===== config.mk =====
export PLATFORM = sky130hd
export DESIGN_NAME = grayPacker_flat
export DESIGN_NICKNAME = d
export VERILOG_FILES = /design/src/logic/grabberIfs.sv /design/src/logic/grayPacker.sv /design/src/flat_wrapper.sv
export VERILOG_INCLUDE_DIRS = /design/src /design/src/logic
export SDC_FILE = /design/constraint.sdc
export NUM_CORES = 1
export LEC_CHECK = 0
export ABC_AREA = 1
export BUFFER_PORTS_ARGS = -buffer_cell sky130_fd_sc_hd__buf_4
export CORE_UTILIZATION = 39
export DETAILED_ROUTE_END_ITERATION = 10
export PLACE_DENSITY = 0.69
export SLEW_MARGIN = 20
export SYNTH_ARGS = -nofsm -noshare
export SYNTH_HDL_FRONTEND = slang
export SYNTH_SLANG_ARGS = --single-unit

===== constraint.sdc =====
create_clock -name pclk -period 3.3 [get_ports pclk]
set_input_delay 0.165 -clock pclk [delete_from_list [all_inputs] [get_ports pclk]]
set_output_delay 0.165 -clock pclk [all_outputs]
set_load 0.02 [all_outputs]

===== src/logic/camGrabber_settings.svh =====
`ifndef CAM_GRABBER_SETTINGS_SVH
`define CAM_GRABBER_SETTINGS_SVH

// custom instruction number this grabber answers
`define CI_ID 8'd0

// byte and line counter width
`define COUNT_W 11

// bus and data word width
`define WORD_W 32

// line buffer address width, 256 words
`define BUF_AW 8

// longest burst in words
`define MAX_BURST 16

// gray pixel width
`define GRAY_W 8

`endif


===== src/logic/grabberIfs.sv =====
`timescale 1ns/1ps
`include "camGrabber_settings.svh"

// line and frame timing, driven only by the sync timer
interface syncStatusIf;
  logic                lineDone;
  logic                frameStart;
  logic [`COUNT_W-1:0] byteIndex;
  logic [`COUNT_W-1:0] bytesPerLine;
  logic [`COUNT_W-1:0] linesPerFrame;

  modport timer (
    output lineDone,
    output frameStart,
    output byteIndex,
    output bytesPerLine,
    output linesPerFrame
  );

  modport packer (
    input byteIndex
  );

  modport regs (
    input bytesPerLine,
    input linesPerFrame
  );

  modport dma (
    input lineDone,
    input frameStart,
    input bytesPerLine
  );
endinterface



===== src/logic/grayPacker.sv =====
`timescale 1ns/1ps
`include "camGrabber_settings.svh"

module grayPacker (
  input  logic                pclk,
  input  logic                rstN,
  input  logic [7:0]          camData,
  input  logic                hsync,
  syncStatusIf.packer         status,
  output logic                wrEn,
  output logic [`BUF_AW-1:0]  wrAddr,
  output logic [`WORD_W-1:0]  wrData
);

  logic [7:0]         byteReg [0:6];
  logic [2:0]         slot;
  logic               lastByte;
  logic [`GRAY_W-1:0] gray0;
  logic [`GRAY_W-1:0] gray1;
  logic [`GRAY_W-1:0] gray2;
  logic [`GRAY_W-1:0] gray3;

  // rgb565 pixel, high byte first, weighted 2:5:1 on the 8-bit scaled fields
  function automatic logic [`GRAY_W-1:0] toGray(input logic [7:0] hiByte,
                                                input logic [7:0] loByte);
    logic [11:0] redPart;
    logic [11:0] greenPart;
    logic [11:0] bluePart;
    logic [11:0] sum;
    redPart   = {4'd0, hiByte[7:3], 3'b000} * 12'd2;
    greenPart = {4'd0, hiByte[2:0], loByte[7:5], 2'b00} * 12'd5;
    bluePart  = {4'd0, loByte[4:0], 3'b000};
    sum       = redPart + greenPart + bluePart;
    return sum[`GRAY_W+2:3];
  endfunction

  assign slot     = status.byteIndex[2:0];
  assign lastByte = hsync && (slot == 3'd7);

  // the 8th byte of a group is used directly from camData
  assign gray0 = toGray(byteReg[0], byteReg[1]);
  assign gray1 = toGray(byteReg[2], byteReg[3]);
  assign gray2 = toGray(byteReg[4], byteReg[5]);
  assign gray3 = toGray(byteReg[6], camData);

  always_ff @(posedge pclk) begin
    if (hsync && !lastByte) begin
      byteReg[slot] <= camData;
    end
  end

  always_ff @(posedge pclk) begin
    if (!rstN) begin
      wrEn <= 1'b0;
    end else begin
      wrEn <= lastByte;
    end
  end

  // word is captured with the 8th byte, first pixel in the top byte
  always_ff @(posedge pclk) begin
    if (lastByte) begin
      wrAddr <= status.byteIndex[`BUF_AW+2:3];
      wrData <= {gray0, gray1, gray2, gray3};
    end
  end

endmodule


===== src/flat_wrapper.sv =====
// flat-port wrapper written by rule: the top's interface ports become plain ports
module grayPacker_flat 
  (pclk, rstN, camData, hsync, wrEn, wrAddr, wrData, status_byteIndex);
  syncStatusIf status_i ();
  input  logic pclk;
  input  logic rstN;
  input  logic [7:0] camData;
  input  logic hsync;
  output logic wrEn;
  output logic [`BUF_AW-1:0] wrAddr;
  output logic [`WORD_W-1:0] wrData;
  input wire logic [$bits(status_i.byteIndex)-1:0] status_byteIndex;
  assign status_i.byteIndex = status_byteIndex;
  grayPacker u_core (.pclk(pclk), .rstN(rstN), .camData(camData), .hsync(hsync), .status(status_i), .wrEn(wrEn), .wrAddr(wrAddr), .wrData(wrData));
endmodule

==> results.toml <==
[outcome]
status = "completed"

[timing]
fin_crit_sh_pct = 95.7
setup_viol = 0
fmax_mhz = 317
slew_headroom_pct = 52.5
finalHoldViolations = 0
fin_skew_ps = 4.60
worst_slew_pin_slew_ps = 709
final_max_slew_viol_count = 0
period_minus_slack_ps = 3160
timing.final.ws_setup_ps = 141

[min_path]
hold_path_class = "in -> reg"
min_from = "camData[3]"
min_path_cells = 1
min_to = "u_core.byteReg[4][3]"

[finish]
drive_gt1_share_pct = 13.1
fin_util_pct = 48.3
mostFrequentLayoutCell = "inv_1"
fillCellCount = 1276
antenna_cells = 0
design_area_mm2 = 0.00681
final_cell_mix = "inv_1, nand2_1, edfxtp_1"
final_nets = 729
fin_cells = 804
syn_to_final_growth_pct = 19.5

[pwr]
p_total_mw = 3.24
leakagePower_nw = 3.29
powerDensity_mw_per_mm2 = 476
ir_drop_uv = 267

[placement]
gp_congestion = 0.887
portBuffers = 62
dp_cells = 779
dpl_cell_area_mm2 = 0.00641
dp_hpwl_um = 7960
place_ws_ps = 159

[drt]
dr.pass1.iters = 5
ant_nets = 0
drt_iter0_markers = 203
drc = 0
viasPerCell = 4.74
drt_wl_total_um = 10500
num_vias = 3808
wl_per_cell_um = 13.1

[setup_path]
r2r_slack_ps = 140
worst_ep_required_time_ps = 3400
rr_startpoint = "u_core.byteReg[3][6]"
worstReg2RegEnd = "u_core.wrData[22]"
cp_slowest_cell = "fa_1"
crit_arrival_ps = 3260
critPathMaxFanout = 3
cp_cell_sequence = "ha_1 -> ha_1 -> inv_1 -> fa_1 -> fa_1 -> inv_1 -> ha_1 -> or2_1 -> nand3b_1 -> nand2_1 -> nand2_1 -> nand2_1"
endpoint_kind = "flip-flop"
max_stage_delay_ps = 480
critical_path_class = "reg -> reg"
start_kind = "flip-flop"
reg2reg_depth = 12

[synthesis]
synth-seq-area-share_pct = 50.9
yosys.area.top_type = "edfxtp_1"
syn_nets = 645
yosys_register_bits = 97
ys_warn_count = 0
yosys.cell_types.count = 16
syn_area_per_cell_um2 = 10.7
synthesis.area_mm2 = 0.00570
netlist_instances = 535
yosysTopAreaCellShare_pct = 50.6
synthTopCellsByArea = "edfxtp_1, ha_1, inv_1"

[clock_network]
htreeDepth = 3
ctsResizeCount = 0
cts_tree = "done"
numCtsBuffers = 9
clkLatencyLatePin_ps = 350
path_clk_slew_ps = 70
clkSinkCount = 97
clk_path_buf_depth = 2
root_buffer = "clkbuf_16"

[die]
rows = 43
dieArea_mm2 = 0.0151
core_mm2 = 0.0141
die_x_um = 123
ioPinCount = 63
fp.dieH_um = 123
initial_utilization_pct = 40.4

[job]
maxCapViolCount = 0

[global_route]
antenna_found_initial = 0
gr-total-overflow = 0
grt_pass1_wl_um = 17300
grt_pass1_vias = 3758
grt_max_degree = 31
grt_use_total_pct = 15.1
## area by class of cell
class	count	area [um^2]	area share, %
Timing Repair Buffer	73	568	8.34
Sequential cell	97	2900	42.6
Clock inverter	7	83.8	1.23
Multi-Input combinational cell	309	2320	34.1
Clock buffer	9	225	3.31
Inverter	129	484	7.11
Tap cell	180	225	3.31
## logic make-up (layout without fill, tap and decap cells)
kind of cell	after synthesis	in the layout	synth area share [%]
xor gates and xnor gates	23	23	3.53
DFF	97	97	50.9
adders and majority gates	88	88	22.5
buffers and inverters	129	218	8.49
and+or+nand+nor	179	179	12.9
AOI/OAI and AO/OA	19	19	1.67
## through the flow
step | setup TNS [ps] | hold WS (ps)
3_5_place_dp | 0 | 347
4_1_cts | 0 | 70.3
6_report | 0 | 72.5
2_1_floorplan | 0 | 264
3_3_place_gp | 0 | 346
5_1_grt | -1.58 | 71.9
## critical path: cells and delay by family (launching register included)
kind / cells / cell delay [ps]
flops: 1 / 420
fa+ha+maj: 5 / 1790
simple gates: 5 / 550
buf+inv: 2 / 150
## per-layer routing
metal / vias to the layer above / part of all wire [%] / track usage [%]
met4: 0 / 2.3 / 6.71
li1: 1879 / - / -
met1: 1802 / 44 / 18.8
met3: 24 / 4.7 / 2.95
met2: 103 / 49 / 25.6
met5: - / 0 / 0
## worst max path at each step
stage                              start                end  slack, ps
global placement    u_core.byteReg[3][6]  u_core.wrData[22]        260
floorplan           u_core.byteReg[0][0]  u_core.wrData[30]        350
finish              u_core.byteReg[3][6]  u_core.wrData[22]        140
CTS                 u_core.byteReg[3][6]  u_core.wrData[22]        150
global route        u_core.byteReg[3][6]  u_core.wrData[22]         -2
detailed placement  u_core.byteReg[3][6]  u_core.wrData[22]        160
## repair_timing
action / in CTS / in global routing
endpoints found under the hold margin: 8 / 0
buffers inserted: 0 / 1
setup endpoints to repair: 0 / 1
hold buffers: 8 / 0
## power by group
group / total, mW / internal, mW / switching, mW
Sequential: 1.44 / 1.43 / 0.0129
Clock: 1.09 / 0.601 / 0.492
Combinational: 0.703 / 0.293 / 0.409
## sequential cells by signal (all words and copies together), names as in the netlist
register,count
u_core.wrData,32
u_core.wrAddr,8
u_core.wrEn,1
u_core.byteReg,56
## synthesized netlist by cell type
cell and n:
fa_1 24, nand4_1 2, nand3b_1 2, xor2_1 6, nor3_1 8, edfxtp_1 96, nor2_1 21, nand3_1 22
nand2_1 119, a21oi_1 19, dfxtp_1 1, inv_1 129, xnor2_1 17, or2_1 4, ha_1 64, nor3b_1 1
No activity file was read; power rests on OpenSTA's default activity.
