==> src/logic/camGrabber_settings.svh <==
`ifndef CAM_GRABBER_SETTINGS_SVH
`define CAM_GRABBER_SETTINGS_SVH

// custom instruction number this grabber answers
`define CI_ID 8'd0

// byte and line counter width
`define COUNT_W 11

// bus and data word width
`define WORD_W 32

// line buffer address width, 256 words
`define BUF_AW 8

// longest burst in words
`define MAX_BURST 16

// gray pixel width
`define GRAY_W 8

`endif

==> src/logic/grabberIfs.sv <==
`timescale 1ns/1ps
`include "camGrabber_settings.svh"

// line and frame timing, driven only by the sync timer
interface syncStatusIf;
  logic                lineDone;
  logic                frameStart;
  logic [`COUNT_W-1:0] byteIndex;
  logic [`COUNT_W-1:0] bytesPerLine;
  logic [`COUNT_W-1:0] linesPerFrame;

  modport timer (
    output lineDone,
    output frameStart,
    output byteIndex,
    output bytesPerLine,
    output linesPerFrame
  );

  modport packer (
    input byteIndex
  );

  modport regs (
    input bytesPerLine,
    input linesPerFrame
  );

  modport dma (
    input lineDone,
    input frameStart,
    input bytesPerLine
  );
endinterface


==> src/logic/syncTimer.sv <==
`timescale 1ns/1ps
`include "camGrabber_settings.svh"

module syncTimer (
  input  logic       pclk,
  input  logic       rstN,
  input  logic       hsync,
  input  logic       vsync,
  syncStatusIf.timer status
);

  logic                hsyncQ;
  logic                vsyncQ;
  logic                hsyncFall;
  logic                vsyncFall;
  logic [`COUNT_W-1:0] byteCount;
  logic [`COUNT_W-1:0] lineCount;

  // falling edges seen on the current sample
  assign hsyncFall = hsyncQ & ~hsync;
  assign vsyncFall = vsyncQ & ~vsync;

  // index of the byte taken on this cycle
  assign status.byteIndex = byteCount;

  always_ff @(posedge pclk) begin
    if (!rstN) begin
      hsyncQ               <= 1'b0;
      vsyncQ               <= 1'b0;
      byteCount            <= '0;
      lineCount            <= '0;
      status.lineDone      <= 1'b0;
      status.frameStart    <= 1'b0;
      status.bytesPerLine  <= '0;
      status.linesPerFrame <= '0;
    end else begin
      hsyncQ            <= hsync;
      vsyncQ            <= vsync;
      status.lineDone   <= hsyncFall;
      status.frameStart <= vsyncFall;

      // bytes are counted only while hsync is high
      if (hsyncFall) begin
        status.bytesPerLine <= byteCount;
        byteCount           <= '0;
      end else if (hsync) begin
        byteCount <= byteCount + 1'b1;
      end

      // a frame end restarts the line count
      if (vsyncFall) begin
        status.linesPerFrame <= lineCount;
        lineCount            <= '0;
      end else if (hsyncFall) begin
        lineCount <= lineCount + 1'b1;
      end
    end
  end

endmodule

==> src/flat_wrapper.sv <==
// flat-port wrapper written by rule: the top's interface ports become plain ports
module syncTimer_flat 
  (pclk, rstN, hsync, vsync, status_lineDone, status_frameStart, status_byteIndex, status_bytesPerLine, status_linesPerFrame);
  syncStatusIf status_i ();
  input  logic pclk;
  input  logic rstN;
  input  logic hsync;
  input  logic vsync;
  output wire logic [$bits(status_i.lineDone)-1:0] status_lineDone;
  output wire logic [$bits(status_i.frameStart)-1:0] status_frameStart;
  output wire logic [$bits(status_i.byteIndex)-1:0] status_byteIndex;
  output wire logic [$bits(status_i.bytesPerLine)-1:0] status_bytesPerLine;
  output wire logic [$bits(status_i.linesPerFrame)-1:0] status_linesPerFrame;
  assign status_lineDone = status_i.lineDone;
  assign status_frameStart = status_i.frameStart;
  assign status_byteIndex = status_i.byteIndex;
  assign status_bytesPerLine = status_i.bytesPerLine;
  assign status_linesPerFrame = status_i.linesPerFrame;
  syncTimer u_core (.pclk(pclk), .rstN(rstN), .hsync(hsync), .vsync(vsync), .status(status_i));
endmodule
==> config.mk <==
export PLATFORM = sky130hd
export DESIGN_NAME = syncTimer_flat
export DESIGN_NICKNAME = d
export VERILOG_FILES = /design/src/logic/grabberIfs.sv /design/src/logic/syncTimer.sv /design/src/flat_wrapper.sv
export VERILOG_INCLUDE_DIRS = /design/src /design/src/logic
export SDC_FILE = /design/constraint.sdc
export NUM_CORES = 1
export LEC_CHECK = 0
export ABC_CLOCK_PERIOD_IN_PS = 2500
export BUFFER_PORTS_ARGS = -buffer_cell sky130_fd_sc_hd__buf_2
export CORE_MARGIN = 3
export CORE_UTILIZATION = 35
export CTS_BUF_LIST = sky130_fd_sc_hd__clkbuf_8
export CTS_CLUSTER_SIZE = 16
export DETAILED_ROUTE_END_ITERATION = 8
export GPL_TIMING_DRIVEN = 0
export PLACE_DENSITY = 0.58
export SETUP_SLACK_MARGIN = 0.1
export SLEW_MARGIN = 20
export SYNTH_ARGS = -nofsm -noshare
export SYNTH_HDL_FRONTEND = slang
export SYNTH_SLANG_ARGS = --single-unit
==> constraint.sdc <==
create_clock -name pclk -period 2.5 [get_ports pclk]
set_clock_uncertainty 0.05 [all_clocks]
set_input_delay 0.375 -clock pclk [delete_from_list [all_inputs] [get_ports pclk]]
set_output_delay 0.375 -clock pclk [all_outputs]
set_load 0.05 [all_outputs]
==> out/metrics.cfg <==
[outcome]
status = finished clean

[layout]
fill_cells = 502
multi_input_area_um2 = 819.5
register_area_um2 = 960.9
antennaDiodeCount = 0
drive_above_1_share_pct = 22.82
fin_nets = 246
syn_to_final_growth_pct = 20.64

[logic_synthesis]
synth_simple_gate_area_share_pct = 22.67
synth_common_cells = dfxtp_1 (48), nand2_1 (32), a21oi_1 (24)
ys_types = 28
yosysTopAreaCell = dfxtp_1
synth_top_area_share_pct = 52.14
synth_adder_area_share_pct = 1.358
synth_edf_count = 0
muxShareOfSynthArea_pct = 1.629
syn_avg_cell_area_um2 = 9.403
ys_seq_area_share_pct = 52.14
netlist_instances = 196
synth-main-ff-cell = dfxtp_1
synth.area.top_cells = dfxtp_1 (52%), a21oi_1 (6.5%), nand2_1 (6.5%)
synth-seq-cells = 48
synth_area_um2 = 1843
yosysWarnings = 0
syn_nets = 202
synth_top_family_by_area = simple AND/OR/NAND/NOR gates
synth_xor_area_share_pct = 2.851
ys_async_sr_fraction_pct = 0
yosysMostFrequentCell = dfxtp_1
synth-compound-area-share_pct = 15.95

[sta]
max_freq_mhz = 634.2
finalMaxSlewViolations = 0
period_needed_ns = 1.577
final-setup-viol-count = 0
slew_headroom_pct = 69.34
finalHoldViolations = 0
fin_crit_sh_pct = 63.07
rsz0062_at_grt = no
setup_tns_ns = 0
worstMarginPinSlew_ns = 0.4599

[die]
rows = 25
io_pins = 39
die_area_um2 = 6172
start_util_pct = 37.53
die_x_um = 78.57
die_h_um = 78.57
core_area_um2 = 4911

[power]
power.density_nw_per_um2 = 632.3
leakagePower_nw = 0.8965
ir_drop_mv = 0.2583
p_total_mw = 1.406

[global_route]
use_met1_pct = 18.23
gr-total-overflow = 0
grt_use_met2_pct = 19.10
grt_pass1_wl_um = 6472
grt_max_degree = 16
grt_util_met3_pct = 3.670
antenna_found_initial = 0
grt_pass1_vias = 1357
grt.busiest_layer = met2
grt_usage_pct = 13.28

[critical_path]
crit_path_end = u_core.status.byteIndex[10]$_SDFFE_PP0P_
cp_slowest_cell = or4_1
crit_required_ns = 2.69
cp_data_arrival_time_ns = 1.76
cp_cell_sequence = ha_1 > nand3_2 > or4_1 > a21oi_1
setup.worst_path.start_class = flip-flop
timing.rr.end = u_core.status.byteIndex[10]$_SDFFE_PP0P_
crit_buf_inv = 0
slowest_delay_ns = 0.48
cp.depth = 4
crit_start = u_core.status.byteIndex[0]$_SDFFE_PP0P_
cp_max_fo = 6
rrSetupSlack_ns = 0.92
reg2reg_depth = 4
regToRegStartpoint = u_core.status.byteIndex[0]$_SDFFE_PP0P_
critPathTopFamily = simple AND/OR/NAND/NOR gates
path_class = reg -> reg
crit_path_end_kind = flip-flop

[clock_network]
cts_setup_buffers = 0
cts_sinks = 48
cts-root-buf = clkbuf_8
post_cts_resized = 0
htree_levels = 2
clock_path_buffers = 2
clk_pin_slew_ns = 0.09
clock_latency_ns = 0.30
cts_buffers = 5
postCtsHoldBufs = 0
cts_tree = yes

[worst_hold_path]
hp-start = vsync
hold_class = in -> reg

[detailed_routing]
first_iter_violations = 47
drc = 0
antenna_left = 0
wirelength_um = 3835
vias = 1490
wl_per_cell_um = 12.45
via_per_inst = 4.838
drtPass1Iterations = 4

[placement]
routabilityCongestion = 0.7400
io_buffers = 37
dp_hpwl_um = 2752

[flow_run]
maxCapViolCount = 0

cell families (layout without fill, tap and decap cells):
group           count (synthesis)  after routing
simple gates                   76             76
flops                          48             48
compound gates                 47             47
buf+inv                        14             59
xor+xnor                        6              6
mux                             3              3
fa+ha+maj                       2              2
layout make-up:
class	count	share of cell area, %
multi-input combinational	134	36.86
sequential	48	43.22
inverter	5	0.8441
timing repair buffer	37	8.329
buffer	9	1.970
clock inverter	3	1.913
tap	67	3.770
clock buffer	5	3.095
flip-flops by register name, indices dropped and copies added (netlist names):
| signal | cells |
|---|---|
| u_core.lineCount | 11 |
| u_core.status.frameStart | 1 |
| u_core.status.lineDone | 1 |
| u_core.hsyncQ | 1 |
| u_core.status.byteIndex | 11 |
| u_core.status.linesPerFrame | 11 |
| u_core.vsyncQ | 1 |
| u_core.status.bytesPerLine | 11 |
power breakdown:
group          switching (mW)  leakage (nW)  internal [mW]  total (mW)
Sequential            0.00846         0.388          0.771       0.780
Clock                   0.261        0.0541          0.296       0.557
Combinational          0.0492         0.455         0.0196      0.0688
layout by cell type (no fill, tap or decap), types with 2 or more instances in the layout:
cell type / synthesis / routed
a21oi_1: 24 / 24
a22o_1: 11 / 11
and2_1: 3 / 3
buf_2: 5 / 42
clkbuf_1: 3 / 3
clkbuf_8: 0 / 5
dfxtp_1: 48 / 48
ha_1: 2 / 2
inv_1: 5 / 5
mux2i_1: 3 / 3
nand2_1: 32 / 32
nand2b_1: 2 / 2
nand3_1: 5 / 5
nand3b_1: 3 / 3
nand4_1: 3 / 3
nor2_1: 9 / 9
nor4_1: 2 / 2
o21ai_0: 5 / 5
o31ai_1: 7 / 7
or3_1: 5 / 5
or4_1: 7 / 7
xnor2_1: 2 / 2
xor2_1: 4 / 4
worst min path at each step:
stage	to	slack, ns	depth (start not counted)
global route	u_core.vsyncQ$_SDFF_PN0_	0.24	2
CTS	u_core.vsyncQ$_SDFF_PN0_	0.22	2
global placement	u_core.status.bytesPerLine[4]$_SDFFE_PN0P_	0.39	2
floorplan	u_core.lineCount[10]$_SDFFE_PP0P_	0.40	2
finish	u_core.vsyncQ$_SDFF_PN0_	0.23	2
detailed placement	u_core.status.bytesPerLine[7]$_SDFFE_PN0P_	0.40	2
metal layers:
metal,up-vias,share of wire [%]
li1,782,-
met1,676,53
met2,26,40
met3,6,4.5
met4,0,2.1
met5,-,0
metrics by stage:
| step | hold WS [ns] | utilization (%) | cell area, µm² | instances | worst slack, ns |
|---|---|---|---|---|---|
| after floorplan | 0.4040 | - | 1843 | 196 | 0.6728 |
| after global placement | 0.3938 | 43.01 | 2112 | 300 | 0.8267 |
| after detailed placement | 0.3976 | 43.01 | 2112 | 300 | 0.8027 |
| after CTS | 0.2190 | 45.27 | 2223 | 308 | 0.9161 |
| after global routing | 0.2374 | 45.27 | 2223 | 308 | 0.8427 |
| final | 0.2325 | 45.27 | 2223 | 308 | 0.9232 |
Note: power is estimated with default switching activity, not from simulation.
