===== src/logic/camGrabber_settings.svh =====
`ifndef CAM_GRABBER_SETTINGS_SVH
`define CAM_GRABBER_SETTINGS_SVH

// custom instruction number this grabber answers
`define CI_ID 8'd0

// byte and line counter width
`define COUNT_W 11

// bus and data word width
`define WORD_W 32

// line buffer address width, 256 words
`define BUF_AW 8

// longest burst in words
`define MAX_BURST 16

// gray pixel width
`define GRAY_W 8

`endif


===== src/logic/camGrabberPkg.sv =====
package camGrabberPkg;

  // instruction selector, taken from ciValueA[3:0]
  // opcodes 2 and 3 are unused and read zero
  typedef enum logic [3:0] {
    OpBytesPerLine  = 4'd0,
    OpLinesPerFrame = 4'd1,
    OpReadBase      = 4'd4,
    OpWriteBase     = 4'd5,
    OpControl       = 4'd6,
    OpShotDone      = 4'd7
  } ciOpcode;

  // bus master states
  typedef enum logic [2:0] {
    Idle      = 3'd0,
    Request   = 3'd1,
    InitBurst = 3'd2,
    DoBurst   = 3'd3,
    EndBurst  = 3'd4,
    ErrorEnd  = 3'd5
  } dmaState;

endpackage


===== src/logic/grabberIfs.sv =====
`timescale 1ns/1ps
`include "camGrabber_settings.svh"

// line and frame timing, driven only by the sync timer
interface syncStatusIf;
  logic                lineDone;
  logic                frameStart;
  logic [`COUNT_W-1:0] byteIndex;
  logic [`COUNT_W-1:0] bytesPerLine;
  logic [`COUNT_W-1:0] linesPerFrame;

  modport timer (
    output lineDone,
    output frameStart,
    output byteIndex,
    output bytesPerLine,
    output linesPerFrame
  );

  modport packer (
    input byteIndex
  );

  modport regs (
    input bytesPerLine,
    input linesPerFrame
  );

  modport dma (
    input lineDone,
    input frameStart,
    input bytesPerLine
  );
endinterface

// grab control between the register block and the bus master
interface grabCtrlIf;
  logic [`WORD_W-1:0] frameBase;
  logic               runContinuous;
  logic               shotRequest;
  // one-cycle strobes from the bus master
  logic               shotDone;
  logic               shotTaken;

  modport regs (
    output frameBase,
    output runContinuous,
    output shotRequest,
    input  shotDone,
    input  shotTaken
  );

  modport dma (
    input  frameBase,
    input  runContinuous,
    input  shotRequest,
    output shotDone,
    output shotTaken
  );
endinterface


===== src/logic/dmaMaster.sv =====
`timescale 1ns/1ps
`include "camGrabber_settings.svh"

module dmaMaster import camGrabberPkg::*; (
  input  logic               pclk,
  input  logic               rstN,
  output logic               requestBus,
  input  logic               busGrant,
  output logic               beginTransactionOut,
  output logic [`WORD_W-1:0] addressDataOut,
  output logic               endTransactionOut,
  output logic [3:0]         byteEnablesOut,
  output logic               dataValidOut,
  output logic [7:0]         burstSizeOut,
  input  logic               busyIn,
  input  logic               busErrorIn,
  output logic [`BUF_AW-1:0] rdAddr,
  input  logic [`WORD_W-1:0] rdData,
  syncStatusIf.dma           status,
  grabCtrlIf.dma             ctrl
);

  localparam logic [`BUF_AW-1:0] maxBurst = `MAX_BURST;

  dmaState            state;
  dmaState            stateNext;
  logic               grabRunning;
  logic               shotActive;
  logic               startLine;
  logic               inBurst;
  logic               holdBus;
  logic               sendWord;
  logic               burstEnd;
  logic [`BUF_AW-1:0] lineWords;
  logic [`BUF_AW-1:0] wordsLeft;
  logic [`BUF_AW-1:0] burstLen;
  logic [`BUF_AW-1:0] burstCount;
  logic [`BUF_AW-1:0] wordPtr;
  logic [`WORD_W-1:0] busAddress;

  // four gray pixels per word, two bytes per pixel
  assign lineWords = status.bytesPerLine[`COUNT_W-1:3];
  assign burstLen  = (wordsLeft > maxBurst) ? maxBurst : wordsLeft;

  assign startLine = (state == Idle) && status.lineDone && (grabRunning || shotActive) &&
                     (lineWords != '0);
  assign inBurst   = (state == DoBurst) && !busErrorIn;
  assign holdBus   = inBurst && busyIn;
  assign sendWord  = inBurst && !busyIn && (burstCount != '0);
  assign burstEnd  = inBurst && !busyIn && (burstCount == '0);

  assign requestBus = (state == Request);

  // read ahead so rdData always holds the word at wordPtr
  assign rdAddr = startLine ? '0 : (sendWord ? wordPtr + 1'b1 : wordPtr);

  always_comb begin
    stateNext = state;
    case (state)
      Idle:      if (startLine) stateNext = Request;
      Request:   if (busGrant) stateNext = InitBurst;
      InitBurst: stateNext = DoBurst;
      DoBurst: begin
        if (busErrorIn) begin
          stateNext = ErrorEnd;
        end else if (burstEnd) begin
          stateNext = EndBurst;
        end
      end
      EndBurst:  stateNext = (wordsLeft != '0) ? Request : Idle;
      ErrorEnd:  stateNext = Idle;
      default:   stateNext = Idle;
    endcase
  end

  always_ff @(posedge pclk) begin
    if (!rstN) begin
      state               <= Idle;
      grabRunning         <= 1'b0;
      shotActive          <= 1'b0;
      ctrl.shotTaken      <= 1'b0;
      ctrl.shotDone       <= 1'b0;
      wordsLeft           <= '0;
      burstCount          <= '0;
      wordPtr             <= '0;
      busAddress          <= '0;
      beginTransactionOut <= 1'b0;
      endTransactionOut   <= 1'b0;
      byteEnablesOut      <= 4'h0;
      dataValidOut        <= 1'b0;
      burstSizeOut        <= 8'd0;
    end else begin
      state          <= stateNext;
      wordPtr        <= rdAddr;
      ctrl.shotTaken <= status.frameStart && ctrl.shotRequest;
      // a shot taken at one frame start ends at the next
      ctrl.shotDone  <= status.frameStart && shotActive;

      if (status.frameStart) begin
        grabRunning <= ctrl.runContinuous;
        shotActive  <= ctrl.shotRequest;
        busAddress  <= ctrl.frameBase;
      end else if (sendWord) begin
        busAddress <= busAddress + 32'd4;
      end

      if (startLine) begin
        wordsLeft <= lineWords;
      end else if (state == InitBurst) begin
        wordsLeft <= wordsLeft - burstLen;
      end

      if (state == InitBurst) begin
        burstCount <= burstLen;
      end else if (sendWord) begin
        burstCount <= burstCount - 1'b1;
      end

      // everything on the bus freezes while the slave is busy
      if (!holdBus) begin
        beginTransactionOut <= (state == InitBurst);
        byteEnablesOut      <= (state == InitBurst) ? 4'hF : 4'h0;
        burstSizeOut        <= (state == InitBurst) ? burstLen - 1'b1 : 8'd0;
        dataValidOut        <= sendWord;
        endTransactionOut   <= burstEnd || ((state == DoBurst) && busErrorIn);
      end
    end
  end

  // address on the begin cycle, then the line words
  always_ff @(posedge pclk) begin
    if (state == InitBurst) begin
      addressDataOut <= busAddress;
    end else if (sendWord) begin
      addressDataOut <= rdData;
    end else if (!holdBus) begin
      addressDataOut <= '0;
    end
  end

endmodule


===== src/flat_wrapper.sv =====
// flat-port wrapper written by rule: the top's interface ports become plain ports
module dmaMaster_flat import camGrabberPkg::*;
  (pclk, rstN, requestBus, busGrant, beginTransactionOut, addressDataOut, endTransactionOut, byteEnablesOut, dataValidOut, burstSizeOut, busyIn, busErrorIn, rdAddr, rdData, status_lineDone, status_frameStart, status_bytesPerLine, ctrl_frameBase, ctrl_runContinuous, ctrl_shotRequest, ctrl_shotDone, ctrl_shotTaken);
  syncStatusIf status_i ();
  grabCtrlIf ctrl_i ();
  input  logic pclk;
  input  logic rstN;
  output logic requestBus;
  input  logic busGrant;
  output logic beginTransactionOut;
  output logic [`WORD_W-1:0] addressDataOut;
  output logic endTransactionOut;
  output logic [3:0] byteEnablesOut;
  output logic dataValidOut;
  output logic [7:0] burstSizeOut;
  input  logic busyIn;
  input  logic busErrorIn;
  output logic [`BUF_AW-1:0] rdAddr;
  input  logic [`WORD_W-1:0] rdData;
  input wire logic [$bits(status_i.lineDone)-1:0] status_lineDone;
  input wire logic [$bits(status_i.frameStart)-1:0] status_frameStart;
  input wire logic [$bits(status_i.bytesPerLine)-1:0] status_bytesPerLine;
  input wire logic [$bits(ctrl_i.frameBase)-1:0] ctrl_frameBase;
  input wire logic [$bits(ctrl_i.runContinuous)-1:0] ctrl_runContinuous;
  input wire logic [$bits(ctrl_i.shotRequest)-1:0] ctrl_shotRequest;
  output wire logic [$bits(ctrl_i.shotDone)-1:0] ctrl_shotDone;
  output wire logic [$bits(ctrl_i.shotTaken)-1:0] ctrl_shotTaken;
  assign status_i.lineDone = status_lineDone;
  assign status_i.frameStart = status_frameStart;
  assign status_i.bytesPerLine = status_bytesPerLine;
  assign ctrl_i.frameBase = ctrl_frameBase;
  assign ctrl_i.runContinuous = ctrl_runContinuous;
  assign ctrl_i.shotRequest = ctrl_shotRequest;
  assign ctrl_shotDone = ctrl_i.shotDone;
  assign ctrl_shotTaken = ctrl_i.shotTaken;
  dmaMaster u_core (.pclk(pclk), .rstN(rstN), .requestBus(requestBus), .busGrant(busGrant), .beginTransactionOut(beginTransactionOut), .addressDataOut(addressDataOut), .endTransactionOut(endTransactionOut), .byteEnablesOut(byteEnablesOut), .dataValidOut(dataValidOut), .burstSizeOut(burstSizeOut), .busyIn(busyIn), .busErrorIn(busErrorIn), .rdAddr(rdAddr), .rdData(rdData), .status(status_i), .ctrl(ctrl_i));
endmodule

===== config.mk =====
export PLATFORM = sky130hd
export DESIGN_NAME = dmaMaster_flat
export DESIGN_NICKNAME = d
export VERILOG_FILES = /design/src/logic/camGrabberPkg.sv /design/src/logic/grabberIfs.sv /design/src/logic/dmaMaster.sv /design/src/flat_wrapper.sv
export VERILOG_INCLUDE_DIRS = /design/src /design/src/logic
export SDC_FILE = /design/constraint.sdc
export NUM_CORES = 1
export LEC_CHECK = 0
export BUFFER_PORTS_ARGS = -buffer_cell sky130_fd_sc_hd__buf_2
export CORE_ASPECT_RATIO = 0.9
export CORE_UTILIZATION = 52
export DETAILED_ROUTE_END_ITERATION = 12
export GPL_TIMING_DRIVEN = 0
export PLACE_DENSITY_LB_ADDON = 0.15
export SYNTH_ARGS = -nofsm -noshare
export SYNTH_HDL_FRONTEND = slang
export SYNTH_SLANG_ARGS = --single-unit

===== constraint.sdc =====
create_clock -name pclk -period 2.9 [get_ports pclk]
set_clock_uncertainty 0.15 [all_clocks]
set_input_delay 0.29 -clock pclk [delete_from_list [all_inputs] [get_ports pclk]]
set_output_delay 0.29 -clock pclk [all_outputs]
set_load 0.1 [all_outputs]

==> results.yml <==
finish:
  insertedDiodeCount: 0
  multi_input_area_mm2: 0.00249
  regArea_mm2: 0.00244
  fillers: 813
  final_cells: 815
  drive_above_1_share_pct: 27.0
  fin_util_pct: 67.2
  layout.nets: 778
  syn_to_final_growth_pct: 23.3
setup_path:
  cp_slowest_cell: "dfxtp_1"
  crit_chain: "inv_1 > ha_1 > nor3b_2 > a211oi_4 > buf_4 > nand4_1 > xor2_1 > nor2_2 > buf_8"
  critical_path_arrival_ns: 2.40
  cp_num_buf_inv: 3
  crit_path_max_incr_delay_ns: 0.39
  cp-startpoint: "u_core.burstCount[0]"
  r2r_start: "u_core.state[1]"
  critPathTopFamily: "buffers and inverters"
  worst-setup-path-type: "flip-flop to primary output"
  end_kind: "primary output"
  critPathLaunchType: "flip-flop"
  cp_max_fo: 10
  crit_required_ns: 2.46
synth:
  ys_seq_area_share_pct: 48.2
  syn_nets: 629
  synth_top_area_share_pct: 29.3
  synth_ff_type: "dfxtp_1"
  yosysMostFrequentCell: "dfxtp_1"
  syn_area_per_cell_um2: 9.39
  yosys_warnings: 0
  synth_cell_types: 55
  ys_top_cells_by_count: "dfxtp_1 (74), nor2_1 (49), o21ai_0 (44)"
  synth_area_leaders: "dfxtp_1 (29%), edfxtp_1 (19%), a22o_1 (5.4%), o21ai_0 (4.3%), xor2_1 (3.8%)"
  synth_edf_count: 32
  synth_seq_cells: 106
  synth_top_area_cell: "dfxtp_1"
  synthCells: 539
  synth-async-reset-ratio_pct: 0
  synth.cell_area_mm2: 0.00506
drt:
  wire_per_inst_um: 16.7
  via_count: 4794
  vias_per_cell: 5.88
  drtIter0Drc: 300
  drc_errors: 0
  routed_wl_mm: 13.7
  dr.pass1.iters: 5
  antenna_left: 0
cts:
  hold_buffers: 0
  clock-sinks: 106
  clock_latency_ns: 0.37
  cts_tree: "built"
  cts_buffers: 9
  clk_pin_slew_ns: 0.10
  clock_path_buffers: 2
  cts-root-buf: "clkbuf_8"
  cts_htree_levels: 3
sta:
  rsz0062_at_grt: "true"
  period_share_pct: 97.8
  whs_ns: 0.00781
  worstMarginPinSlew_ns: 0.766
  period_needed_ns: 2.84
  max_clock_freq_mhz: 352
  finalSetupTns_ns: 0
  max-slew-margin-rel_pct: 48.5
  setup_viol: 0
  hold_viol_final: 0
  slew_violations: 0
flow_run:
  maxCapViolations: 0
floorplan:
  start_util_pct: 54.5
  io_pins: 142
  fp.dieH_um: 95.6
  fp.coreArea_mm2: 0.00929
  die-area_mm2: 0.0101
  num_rows: 33
  die_width_um: 106
hold_path:
  hold_path_class: "input port to flip-flop"
  worstHoldStart: "ctrl_runContinuous"
placed_design:
  dpl.hpwl_mm: 9.97
  dpl.cell_count: 797
  gp_congestion: 0.937
  port_buffers: 136
global_route:
  grt_pass1_wl_mm: 22.0
  grt_max_degree: 34
  grtUsageTotal_pct: 28.1
  overflow: 0
  antenna_found_initial: 0
  grt_pass1_vias: 4488
status:
  status: "completed"
power_and_ir_drop:
  powerDensity_mw_per_mm2: 499
  power_mw: 3.11
  leakagePower_nw: 2.60
  irDropWorstVdd_uv: 335
==> cells in the final DEF (no fill, tap or decap), types with 3 or more instances in the layout <==
cell,instances
buf_6,5
edfxtp_1,32
o31ai_1,4
a21oi_1,35
a31oi_1,14
xnor2_1,9
clkbuf_8,9
buf_4,9
or3_1,11
clkbuf_1,27
a22o_1,31
inv_1,4
and2_1,7
ha_1,6
o211ai_1,3
mux2i_1,6
nand3_1,16
nand4_1,20
nor2_4,3
nor2_2,5
nor3_1,10
dfxtp_1,74
xor2_1,21
o211a_1,3
nand2_1,42
nor4_1,6
nor2_1,41
or4_1,4
o21ai_0,44
a22oi_1,3
buf_2,133
and3_1,8
==> worst reg2reg max path, cell delays in order, from the launching register on <==
cell and delay [ns]:
dfxtp_1 0.40, clkbuf_1 0.36, nor4bb_1 0.32, and2_1 0.18, clkinv_1 0.57, buf_16 0.40
nor2_1 0.10, a211oi_1 0.05
==> logic make-up after synthesis <==
logic type	synth area share, %
mux	1.38
simple gates	20.1
compound gates	19.4
other cells	0.0741
fa+ha+maj	1.48
xor+xnor	5.36
buf+inv	3.93
flops	48.2
==> power by group <==
part           switching (mW)  total, mW  internal (mW)  leakage, nW
clock network           0.522      0.889          0.367       0.0887
registers              0.0580       1.64           1.59         1.00
logic                   0.414      0.580          0.166         1.51
total                   0.994       3.11           2.12         2.60
==> area by class of cell <==
type	instances	area share, %
plain buffers	39	2.87
well taps	122	2.45
clock buffers	11	2.45
flip-flops and latches	106	39.1
multi-input cells	387	39.8
clock inverters	5	0.581
inverters	6	0.361
repair buffers	139	12.3
==> layer usage <==
metal | GRT usage, % | wire [µm]
met1 | 37.1 | 5900
met2 | 46.0 | 6280
met5 | 0 | 0
met4 | 7.41 | 165
met3 | 7.38 | 1300
==> registers in the layout, indices dropped and copies added (netlist names) <==
name / flops
u_core.addressDataOut: 32
u_core.busAddress: 32
u_core.burstCount: 8
u_core.burstSizeOut: 8
u_core.wordPtr: 8
u_core.wordsLeft: 8
u_core.state: 3
u_core.byteEnablesOut: 1
u_core.ctrl.shotDone: 1
u_core.ctrl.shotTaken: 1
u_core.dataValidOut: 1
u_core.endTransactionOut: 1
u_core.grabRunning: 1
u_core.shotActive: 1
==> through the flow <==
step / setup WS (ns) / area (µm²)
6_report: 0.0630 / 6240
5_1_grt: -0.0600 / 6240
4_1_cts: 0.0154 / 6190
3_5_place_dp: -0.333 / 5940
3_3_place_gp: -0.296 / 5940
2_1_floorplan: -0.127 / 5100
==> final timing paths <==
kind	to	slack (ns)	cells after the start
worst min register to register	u_core.burstSizeOut[4]	0.31	2
worst min-delay path	u_core.grabRunning	0.008	3
worst max register to register	u_core.endTransactionOut	0.24	7
worst max-delay path	rdAddr[7]	0.06	9
==> what timing repair did <==
action	in CTS	in global routing
gates resized for setup	16	8
buffers inserted	2	0
pin swaps	1	0
setup endpoints to repair	8	7
No activity file was read; power rests on OpenSTA's default activity.
