`config.mk`:
```
export PLATFORM = sky130hd
export DESIGN_NAME = ciRegisters_flat
export DESIGN_NICKNAME = d
export VERILOG_FILES = /design/src/logic/camGrabberPkg.sv /design/src/logic/grabberIfs.sv /design/src/logic/ciRegisters.sv /design/src/flat_wrapper.sv
export VERILOG_INCLUDE_DIRS = /design/src /design/src/logic
export SDC_FILE = /design/constraint.sdc
export NUM_CORES = 1
export LEC_CHECK = 0
export BUFFER_PORTS_ARGS = -buffer_cell sky130_fd_sc_hd__buf_4
export CAP_MARGIN = 25
export CORE_UTILIZATION = 30
export DETAILED_ROUTE_END_ITERATION = 7
export PLACE_DENSITY = 0.65
export SETUP_SLACK_MARGIN = 0.4
export SLEW_MARGIN = 5
export SYNTH_ARGS = -nofsm -noshare
export SYNTH_HDL_FRONTEND = slang
export SYNTH_SLANG_ARGS = --single-unit
```
`constraint.sdc`:
```
create_clock -name pclk -period 5.4 [get_ports pclk]
set_input_delay 1.08 -clock pclk [delete_from_list [all_inputs] [get_ports pclk]]
set_output_delay 1.08 -clock pclk [all_outputs]
set_load 0.01 [all_outputs]
```
`src/logic/camGrabber_settings.svh`:
```
`ifndef CAM_GRABBER_SETTINGS_SVH
`define CAM_GRABBER_SETTINGS_SVH

// custom instruction number this grabber answers
`define CI_ID 8'd0

// byte and line counter width
`define COUNT_W 11

// bus and data word width
`define WORD_W 32

// line buffer address width, 256 words
`define BUF_AW 8

// longest burst in words
`define MAX_BURST 16

// gray pixel width
`define GRAY_W 8

`endif

```
`src/logic/camGrabberPkg.sv`:
```
package camGrabberPkg;

  // instruction selector, taken from ciValueA[3:0]
  // opcodes 2 and 3 are unused and read zero
  typedef enum logic [3:0] {
    OpBytesPerLine  = 4'd0,
    OpLinesPerFrame = 4'd1,
    OpReadBase      = 4'd4,
    OpWriteBase     = 4'd5,
    OpControl       = 4'd6,
    OpShotDone      = 4'd7
  } ciOpcode;

  // bus master states
  typedef enum logic [2:0] {
    Idle      = 3'd0,
    Request   = 3'd1,
    InitBurst = 3'd2,
    DoBurst   = 3'd3,
    EndBurst  = 3'd4,
    ErrorEnd  = 3'd5
  } dmaState;

endpackage

```
`src/logic/grabberIfs.sv`:
```
`timescale 1ns/1ps
`include "camGrabber_settings.svh"

// line and frame timing, driven only by the sync timer
interface syncStatusIf;
  logic                lineDone;
  logic                frameStart;
  logic [`COUNT_W-1:0] byteIndex;
  logic [`COUNT_W-1:0] bytesPerLine;
  logic [`COUNT_W-1:0] linesPerFrame;

  modport timer (
    output lineDone,
    output frameStart,
    output byteIndex,
    output bytesPerLine,
    output linesPerFrame
  );

  modport packer (
    input byteIndex
  );

  modport regs (
    input bytesPerLine,
    input linesPerFrame
  );

  modport dma (
    input lineDone,
    input frameStart,
    input bytesPerLine
  );
endinterface

// grab control between the register block and the bus master
interface grabCtrlIf;
  logic [`WORD_W-1:0] frameBase;
  logic               runContinuous;
  logic               shotRequest;
  // one-cycle strobes from the bus master
  logic               shotDone;
  logic               shotTaken;

  modport regs (
    output frameBase,
    output runContinuous,
    output shotRequest,
    input  shotDone,
    input  shotTaken
  );

  modport dma (
    input  frameBase,
    input  runContinuous,
    input  shotRequest,
    output shotDone,
    output shotTaken
  );
endinterface

```
`src/logic/ciRegisters.sv`:
```
`timescale 1ns/1ps
`include "camGrabber_settings.svh"

module ciRegisters import camGrabberPkg::*; (
  input  logic        pclk,
  input  logic        rstN,
  input  logic        ciStart,
  input  logic [7:0]  ciN,
  input  logic [31:0] ciValueA,
  input  logic [31:0] ciValueB,
  output logic [31:0] ciResult,
  output logic        ciDone,
  syncStatusIf.regs   status,
  grabCtrlIf.regs     ctrl
);

  ciOpcode     opcode;
  logic        isMyCi;
  logic        writeBase;
  logic        writeControl;
  logic        shotCmd;
  logic        shotDoneFlag;
  logic [31:0] selected;

  assign opcode       = ciOpcode'(ciValueA[3:0]);
  assign isMyCi       = ciStart && (ciN == `CI_ID);
  assign writeBase    = isMyCi && (opcode == OpWriteBase);
  assign writeControl = isMyCi && (opcode == OpControl);
  assign shotCmd      = writeControl && (ciValueB[1:0] == 2'b10);

  assign ciDone   = isMyCi;
  assign ciResult = isMyCi ? selected : 32'd0;

  always_comb begin
    case (opcode)
      OpBytesPerLine:  selected = {{(32-`COUNT_W){1'b0}}, status.bytesPerLine};
      OpLinesPerFrame: selected = {{(32-`COUNT_W){1'b0}}, status.linesPerFrame};
      OpReadBase:      selected = ctrl.frameBase;
      OpShotDone:      selected = {31'd0, shotDoneFlag};
      default:         selected = 32'd0;
    endcase
  end

  always_ff @(posedge pclk) begin
    if (!rstN) begin
      ctrl.frameBase     <= '0;
      ctrl.runContinuous <= 1'b0;
      ctrl.shotRequest   <= 1'b0;
      shotDoneFlag       <= 1'b0;
    end else begin
      // base stays word aligned
      if (writeBase) begin
        ctrl.frameBase <= {ciValueB[31:2], 2'b00};
      end
      if (writeControl) begin
        ctrl.runContinuous <= (ciValueB[1:0] == 2'b01);
      end
      // request is held until the bus master takes it at a frame start
      if (shotCmd) begin
        ctrl.shotRequest <= 1'b1;
      end else if (ctrl.shotTaken) begin
        ctrl.shotRequest <= 1'b0;
      end
      if (shotCmd) begin
        shotDoneFlag <= 1'b0;
      end else if (ctrl.shotDone) begin
        shotDoneFlag <= 1'b1;
      end
    end
  end

endmodule

```
`src/flat_wrapper.sv`:
```
// flat-port wrapper written by rule: the top's interface ports become plain ports
module ciRegisters_flat import camGrabberPkg::*;
  (pclk, rstN, ciStart, ciN, ciValueA, ciValueB, ciResult, ciDone, status_bytesPerLine, status_linesPerFrame, ctrl_frameBase, ctrl_runContinuous, ctrl_shotRequest, ctrl_shotDone, ctrl_shotTaken);
  syncStatusIf status_i ();
  grabCtrlIf ctrl_i ();
  input  logic pclk;
  input  logic rstN;
  input  logic ciStart;
  input  logic [7:0] ciN;
  input  logic [31:0] ciValueA;
  input  logic [31:0] ciValueB;
  output logic [31:0] ciResult;
  output logic ciDone;
  input wire logic [$bits(status_i.bytesPerLine)-1:0] status_bytesPerLine;
  input wire logic [$bits(status_i.linesPerFrame)-1:0] status_linesPerFrame;
  output wire logic [$bits(ctrl_i.frameBase)-1:0] ctrl_frameBase;
  output wire logic [$bits(ctrl_i.runContinuous)-1:0] ctrl_runContinuous;
  output wire logic [$bits(ctrl_i.shotRequest)-1:0] ctrl_shotRequest;
  input wire logic [$bits(ctrl_i.shotDone)-1:0] ctrl_shotDone;
  input wire logic [$bits(ctrl_i.shotTaken)-1:0] ctrl_shotTaken;
  assign status_i.bytesPerLine = status_bytesPerLine;
  assign status_i.linesPerFrame = status_linesPerFrame;
  assign ctrl_frameBase = ctrl_i.frameBase;
  assign ctrl_runContinuous = ctrl_i.runContinuous;
  assign ctrl_shotRequest = ctrl_i.shotRequest;
  assign ctrl_i.shotDone = ctrl_shotDone;
  assign ctrl_i.shotTaken = ctrl_shotTaken;
  ciRegisters u_core (.pclk(pclk), .rstN(rstN), .ciStart(ciStart), .ciN(ciN), .ciValueA(ciValueA), .ciValueB(ciValueB), .ciResult(ciResult), .ciDone(ciDone), .status(status_i), .ctrl(ctrl_i));
endmodule
```
==> results of run 1 <==
==> cells in the mapped netlist, drive strengths merged (2+ instances only) <==
cell,instances
and2,21
mux2,8
nor2b,2
nor3,9
buf,12
nor4,4
a21boi,3
or3,2
dfxtp,33
mux2i,34
or2,4
or4b,2
nor4b,2
or4bb,2
a22oi,6
clkbuf,9
nand2,65
==> per-layer routing <==
| metal | up-vias | part of all wire | GRT usage |
|---|---|---|---|
| met5 | - | 0 | 0 |
| met4 | 0 | 0.0055 | 0.0370 |
| met3 | 4 | 0.092 | 0.0497 |
| met2 | 85 | 0.48 | 0.266 |
| met1 | 892 | 0.43 | 0.180 |
| li1 | 1016 | - | - |
==> registers in the layout, summed over array words and instances (netlist names) <==
name / count
u_core.ctrl.runContinuous: 1
u_core.shotDoneFlag: 1
u_core.ctrl.shotRequest: 1
u_core.ctrl.frameBase: 30
==> final timing paths <==
check	startpoint	to	slack (ns)	cells past startpoint
worst max register to register	u_core.ctrl.shotRequest	u_core.ctrl.shotRequest	4.72	2
worst max-delay path	ciN[6]	ciResult[4]	1.56	5
worst min register to register	u_core.ctrl.runContinuous	u_core.ctrl.runContinuous	0.46	2
worst min-delay path	u_core.ctrl.runContinuous	u_core.ctrl.runContinuous	0.46	2
==> placed cells by master (no fill, tap or decap) <==
master / netlist / layout
nand2_1: 65 / 65
nor4b_2: 2 / 1
and3_1: 1 / 1
nand4_1: 1 / 1
buf_4: 2 / 137
nor3_2: 8 / 8
a22oi_1: 6 / 6
a2bb2oi_1: 1 / 1
o21ai_0: 1 / 1
clkbuf_8: 0 / 6
or2_2: 4 / 4
a21boi_1: 3 / 3
or4b_4: 1 / 1
nor3_1: 1 / 1
or3_1: 2 / 2
mux2_2: 8 / 8
mux2i_1: 34 / 34
or4b_2: 1 / 1
nand3b_1: 1 / 1
nor4b_4: 0 / 1
or4bb_1: 2 / 2
dfxtp_1: 33 / 33
inv_1: 1 / 1
o21a_1: 1 / 1
nor2b_1: 2 / 2
conb_1: 1 / 2
nor2_1: 1 / 1
nor4_4: 1 / 1
clkbuf_1: 9 / 1
a211o_1: 1 / 1
o21bai_1: 1 / 1
and2_1: 21 / 21
nor4_1: 3 / 3
a21oi_1: 1 / 1
==> worst register-to-register path: stages (launching register included) <==
cell     delay [ns]
dfxtp_1        0.30
nor2b_1        0.12
o21a_1         0.15
==> per-stage QoR <==
stage / instance area (um^2) / hold slack (ns) / power [W] / cells
after floorplan: 1990 / 0.479 / 0.000283 / 231
after global placement: 3000 / 0.450 / 0.000324 / 424
after detailed placement: 3000 / 0.458 / 0.000325 / 424
after CTS: 3080 / 0.470 / 0.000511 / 431
after global routing: 3080 / 0.497 / 0.000528 / 431
final: 3080 / 0.463 / 0.000502 / 431
==> cell type report <==
| class | instances | area, um^2 |
|---|---|---|
| Fill cell | 641 | 3300 |
| Multi-Input combinational cell | 176 | 1210 |
| Timing Repair Buffer | 137 | 1030 |
| Sequential cell | 33 | 661 |
| Tap cell | 77 | 96.3 |
| Clock buffer | 7 | 86.3 |
| Inverter | 1 | 3.75 |
==> logic make-up after synthesis <==
family,count (synthesis),share of synthesized area
flip-flops,33,0.332
AND/OR/NAND/NOR,117,0.327
buffers and inverters,22,0.0673
multiplexers,42,0.216
other,1,0.00188
AO/OA/AOI/OAI,15,0.0553
==> power breakdown <==
group          internal [W]  switching (W)
Combinational     0.0000448      0.0000298
Sequential         0.000244    0.000000305
Clock              0.000101      0.0000818
Total              0.000390       0.000112
==> metrics.txt, run 1 <==
number of flops mapped to enable cells by yosys=0; drt pass-1 iters=3; kind of critical path=input port to output pin; Synth top area share=0.332; # setup viols final=0; grt ovf=0; VDD IR max=0.0000889 V; port bufs=135; Tcrit/Tclk final=0.712; Antenna Nets Post-Route=0; final worst setup slack=1.56 ns; HP Class=flip-flop to flip-flop; clk buf depth=2; Async S/R FF share, synth=0; nature of the critical path endpoint=output pin; via count=1997; Vias/cell=4.63; Critical Path Fanout Max=9; synth-to-layout area growth=55.0%; largest net degree at the start of global routing=65; Static Leak=1.37 nW; crit path DAT=2.76 ns; final wirelength=5.28 mm; H-tree depth=2; # rows=29; Post-DP HPWL=3.89 mm; delay-heaviest family, CP=simple AND/OR/NAND/NOR gates; CP Cell Sequence=buf_4 > or4b_4 > or3_1 > nor3_2 > buf_4; CTS tree=yes; Max Cap Viol=0; GRT Util Overall=0.152; vias in the first global route=1935; cell accounting for the most synthesized area=dfxtp_1; Syn Std Cell Area=1990 um^2; share of cells above drive strength 1=0.475; # clock sinks=33; first-pass GRT wire length=8.80 mm; antenna violations before repair=0; routed length per instance=12.2 um; Initial Utilization=0.312; IO Count=166; Unique masters post-synth=34; top_reg_cell synth=dfxtp_1; clock period minus worst slack=3.84 ns; core footprint=6390 um^2; Core Util, Final=0.483; Setup TNS Final=0 ns; number of buffers and inverters on the critical path=2; Mapped Avg Cell Area=8.65 um^2; Slew HR=0.379; critical path's most frequent cell=buf_4; Slew @ Worst Pin=0.925 ns; Die H=83.4 um; post-CTS setup buffers=0; highest cell delay on the worst timing path=0.60 ns; Ys Warns=0; Ant. Diodes=0; Synth area leaders=dfxtp_1 (33%), mux2i_1 (17%), nand2_1 (12%); Post-Place Setup Slack=1.53 ns; RSZ-0062 raised after global routing=false; root buf cell=clkbuf_8; initial DRC count=41; critical path required time=4.32 ns; cells after synthesis=230; Final Hold Viols=0; Die W=83.4 um; clk slew on worst S/H paths=0.06 ns; post-cts gate resize count=0; number of CTS-inserted buffers=5; Worst Clk Skew=0 ns; Placer Congestion=0.732; status=complete, no violations; Seq cells post-synth=33; worst skew pair latency=0.27 ns; Max stage delay cell, worst path=or4b_4; Max Clk Rate=260 MHz; cts-stage hold buffer count=0; Die ar.=6960 um^2; final-stage net count=453; register area share after synthesis=0.332; DRC Markers=0; Worst setup SP type=input port; PD cells=163 nW/um^2; Slew Limit Fails=0
Power figures use the tool's default switching activity.
==> inputs of run 2 (changes only) <==
--- a/config.mk
+++ b/config.mk
@@ -10,7 +10,7 @@
 export CAP_MARGIN = 25
 export CORE_UTILIZATION = 30
 export DETAILED_ROUTE_END_ITERATION = 7
-export PLACE_DENSITY = 0.65
+export PLACE_DENSITY = 0.68
 export SETUP_SLACK_MARGIN = 0.4
 export SLEW_MARGIN = 5
 export SYNTH_ARGS = -nofsm -noshare
==> constraint.sdc (replaced) <==
create_clock -name pclk -period 3.13 [get_ports pclk]
set_input_delay 0.626 -clock pclk [delete_from_list [all_inputs] [get_ports pclk]]
set_output_delay 0.626 -clock pclk [all_outputs]
set_load 0.01 [all_outputs]
==> run 2 against run 1 <==
  * Final cell count up 3.0%
  * Sequential share of layout area is 1.2 points lower
  * Combinational power up 87%
  * First-iteration DRC count up 39%
  * Largest power group unchanged
==> metrics.txt, run 2 (synthesis gave the netlist of run 1 again) <==
Slew HR=0.595 (was 0.379); Ant. Diodes=0 (unchanged); Final Hold Viols=0 (unchanged); number of CTS-inserted buffers=5 (unchanged); Cells on Worst Hold Path=2 (unchanged); DP Area=3030 um^2 (was 3000 um^2); nature of the critical path endpoint=output pin (unchanged); Worst Clk Skew=0 ns (unchanged); routed length per instance=12.8 um (was 12.2 um); clk slew on worst S/H paths=0.07 ns (was 0.06 ns); H-tree depth=2 (unchanged); R2R Path End=u_core.ctrl.shotRequest (unchanged); # clock sinks=33 (unchanged); highest cell delay on the worst timing path=0.60 ns (about the same); most common cell after layout, fill and taps aside=buf_4 (unchanged); r2r setup slk=2.44 ns (was 4.72 ns); Die ar.=6960 um^2 (unchanged); kind of critical path=input port to output pin (unchanged); final wirelength=5.69 mm (was 5.28 mm); Max Cap Viol=0 (unchanged); grt ovf=0 (unchanged); Die H=83.4 um (unchanged); Reg with most FFs=u_core.ctrl.frameBase (unchanged); first-pass GRT wire length=8.85 mm (was 8.80 mm); IO Count=166 (unchanged); Setup TNS Final=0 ns (unchanged); max FFs per register=30 (unchanged); number of buffers and inverters on the critical path=3 (was 2); VDD IR max=0.000147 V (was 0.0000889 V); commonest non-fill, non-tap cells in the layout=buf_4 (137), nand2_1 (65), mux2i_1 (34) (unchanged); Tcrit/Tclk final=0.882; worst hold endpoint=u_core.ctrl.runContinuous (unchanged); PD cells=280 nW/um^2 (was 163 nW/um^2); vias in the first global route=1872 (was 1935); Slew Limit Fails=0 (unchanged); Max Clk Rate=362 MHz; DRC Markers=0 (unchanged); CTS tree=yes (unchanged); Die W=83.4 um (unchanged); hold_sp=u_core.ctrl.runContinuous (unchanged); root buf cell=clkbuf_8 (unchanged); Antenna Nets Post-Route=0 (unchanged); # setup viols final=0 (unchanged); CP Cell Sequence=buf_6 > or4b_4 > buf_4 > or3_4 > nor3_2 > buf_4 (was buf_4 > or4b_4 > or3_1 > nor3_2 > buf_4); final-stage net count=465 (was 453); synth-to-layout area growth=64.1% (was 55.0%); share of cells above drive strength 1=0.520 (was 0.475); crit path DAT=2.13 ns (was 2.76 ns); path depth of the worst reg2reg path=2 (unchanged); initial DRC count=57 (was 41); port bufs=135 (unchanged); # rows=29 (unchanged); clk buf depth=2 (unchanged); Core Util, Final=0.511 (was 0.483); GRT Util Overall=0.154 (was 0.152); cts-stage hold buffer count=0 (unchanged); cell area after layout=3260 um^2 (was 3080 um^2); Worst setup SP type=input port (unchanged); Max stage delay cell, worst path=or4b_4 (unchanged); antenna violations before repair=0 (unchanged); status=complete, no violations (unchanged); Static Leak=1.46 nW (was 1.37 nW); worst reg2reg startpoint=u_core.ctrl.shotRequest (unchanged); critical path required time=2.50 ns (was 4.32 ns); largest net degree at the start of global routing=65 (unchanged); critical path's most frequent cell=buf_4 (unchanged); drt pass-1 iters=4 (was 3); HP Class=flip-flop to flip-flop (unchanged); core footprint=6390 um^2 (unchanged); Placer Congestion=0.724 (was 0.732); RSZ-0062 raised after global routing=true (was false); Critical Path Fanout Max=7 (was 9); Initial Utilization=0.312 (unchanged); delay-heaviest family, CP=simple AND/OR/NAND/NOR gates (unchanged); Slew @ Worst Pin=0.607 ns (was 0.925 ns); worst skew pair latency=0.27 ns (about the same); Post-DP HPWL=3.93 mm (was 3.89 mm); Vias/cell=4.66 (was 4.63); via count=2070 (was 1997); clock period minus worst slack=2.76 ns
-- run 2: changes by cell type in the layout (fill, tap and decap cells not counted), moves of 2 or more --
cell | previous run | this run
or3_4 | 0 | 3
buf_6 | 0 | 11
or3_1 | 2 | 0
and2_1 | 21 | 15
and2_4 | 0 | 6
-- run 2: worst min-delay path, delay by kind of cell (launching register included) --
kind,cells,cell delay [ns]
muxes,1,0.05
DFF,1,0.31
and+or+nand+nor,1,0.05
-- run 2: how the worst max path moves through the flow --
stage	startpoint	endpoint	slack, ns	cells after the start
floorplan	ciN[6]	ciResult[0]	0.48	5
global placement	ciN[6]	ciResult[4]	0.19	5
detailed placement	ciN[6]	ciResult[4]	0.15	5
CTS	ciN[2]	ciResult[24]	0.35	6
global route	ciN[6]	ciResult[27]	0.30	6
finish	ciN[6]	ciResult[6]	0.37	6
-- run 2: through the flow --
step,setup slack (ns),cells,total power [W],hold slack [ns]
finish,0.370,444,0.000914,0.463
global route,0.305,444,0.000962,0.492
CTS,0.346,438,0.000923,0.463
detailed placement,0.155,429,0.000564,0.454
global placement,0.185,429,0.000562,0.451
floorplan,0.480,231,0.000489,0.479
-- run 2: timing repair --
| action | CTS | global route |
|---|---|---|
| pin swaps | 11 | 5 |
| setup buffers | 0 | 4 |
| cloned | 1 | 2 |
| endpoints found under the setup margin | 33 | 27 |
| gates resized for setup | 4 | 20 |
-- run 2: area by class of cell --
cell class	count	area (um^2)
inverter	1	3.75
clock buffer	7	96.3
tap	77	96.3
sequential	33	661
multi-input combinational	177	1250
fill	601	3120
clock inverter	1	5.00
timing repair buffer	148	1150
-- run 2: metal layers --
metal  track usage  part of all wire
met5             0                 0
met1         0.174              0.42
met3        0.0417             0.089
met4        0.0370            0.0046
met2         0.284              0.49
-- run 2: report_power, final --
group	switching, W	internal (W)
clock network	0.000155	0.000199
logic	0.0000552	0.0000835
registers	0.000000646	0.000421
total	0.000211	0.000703
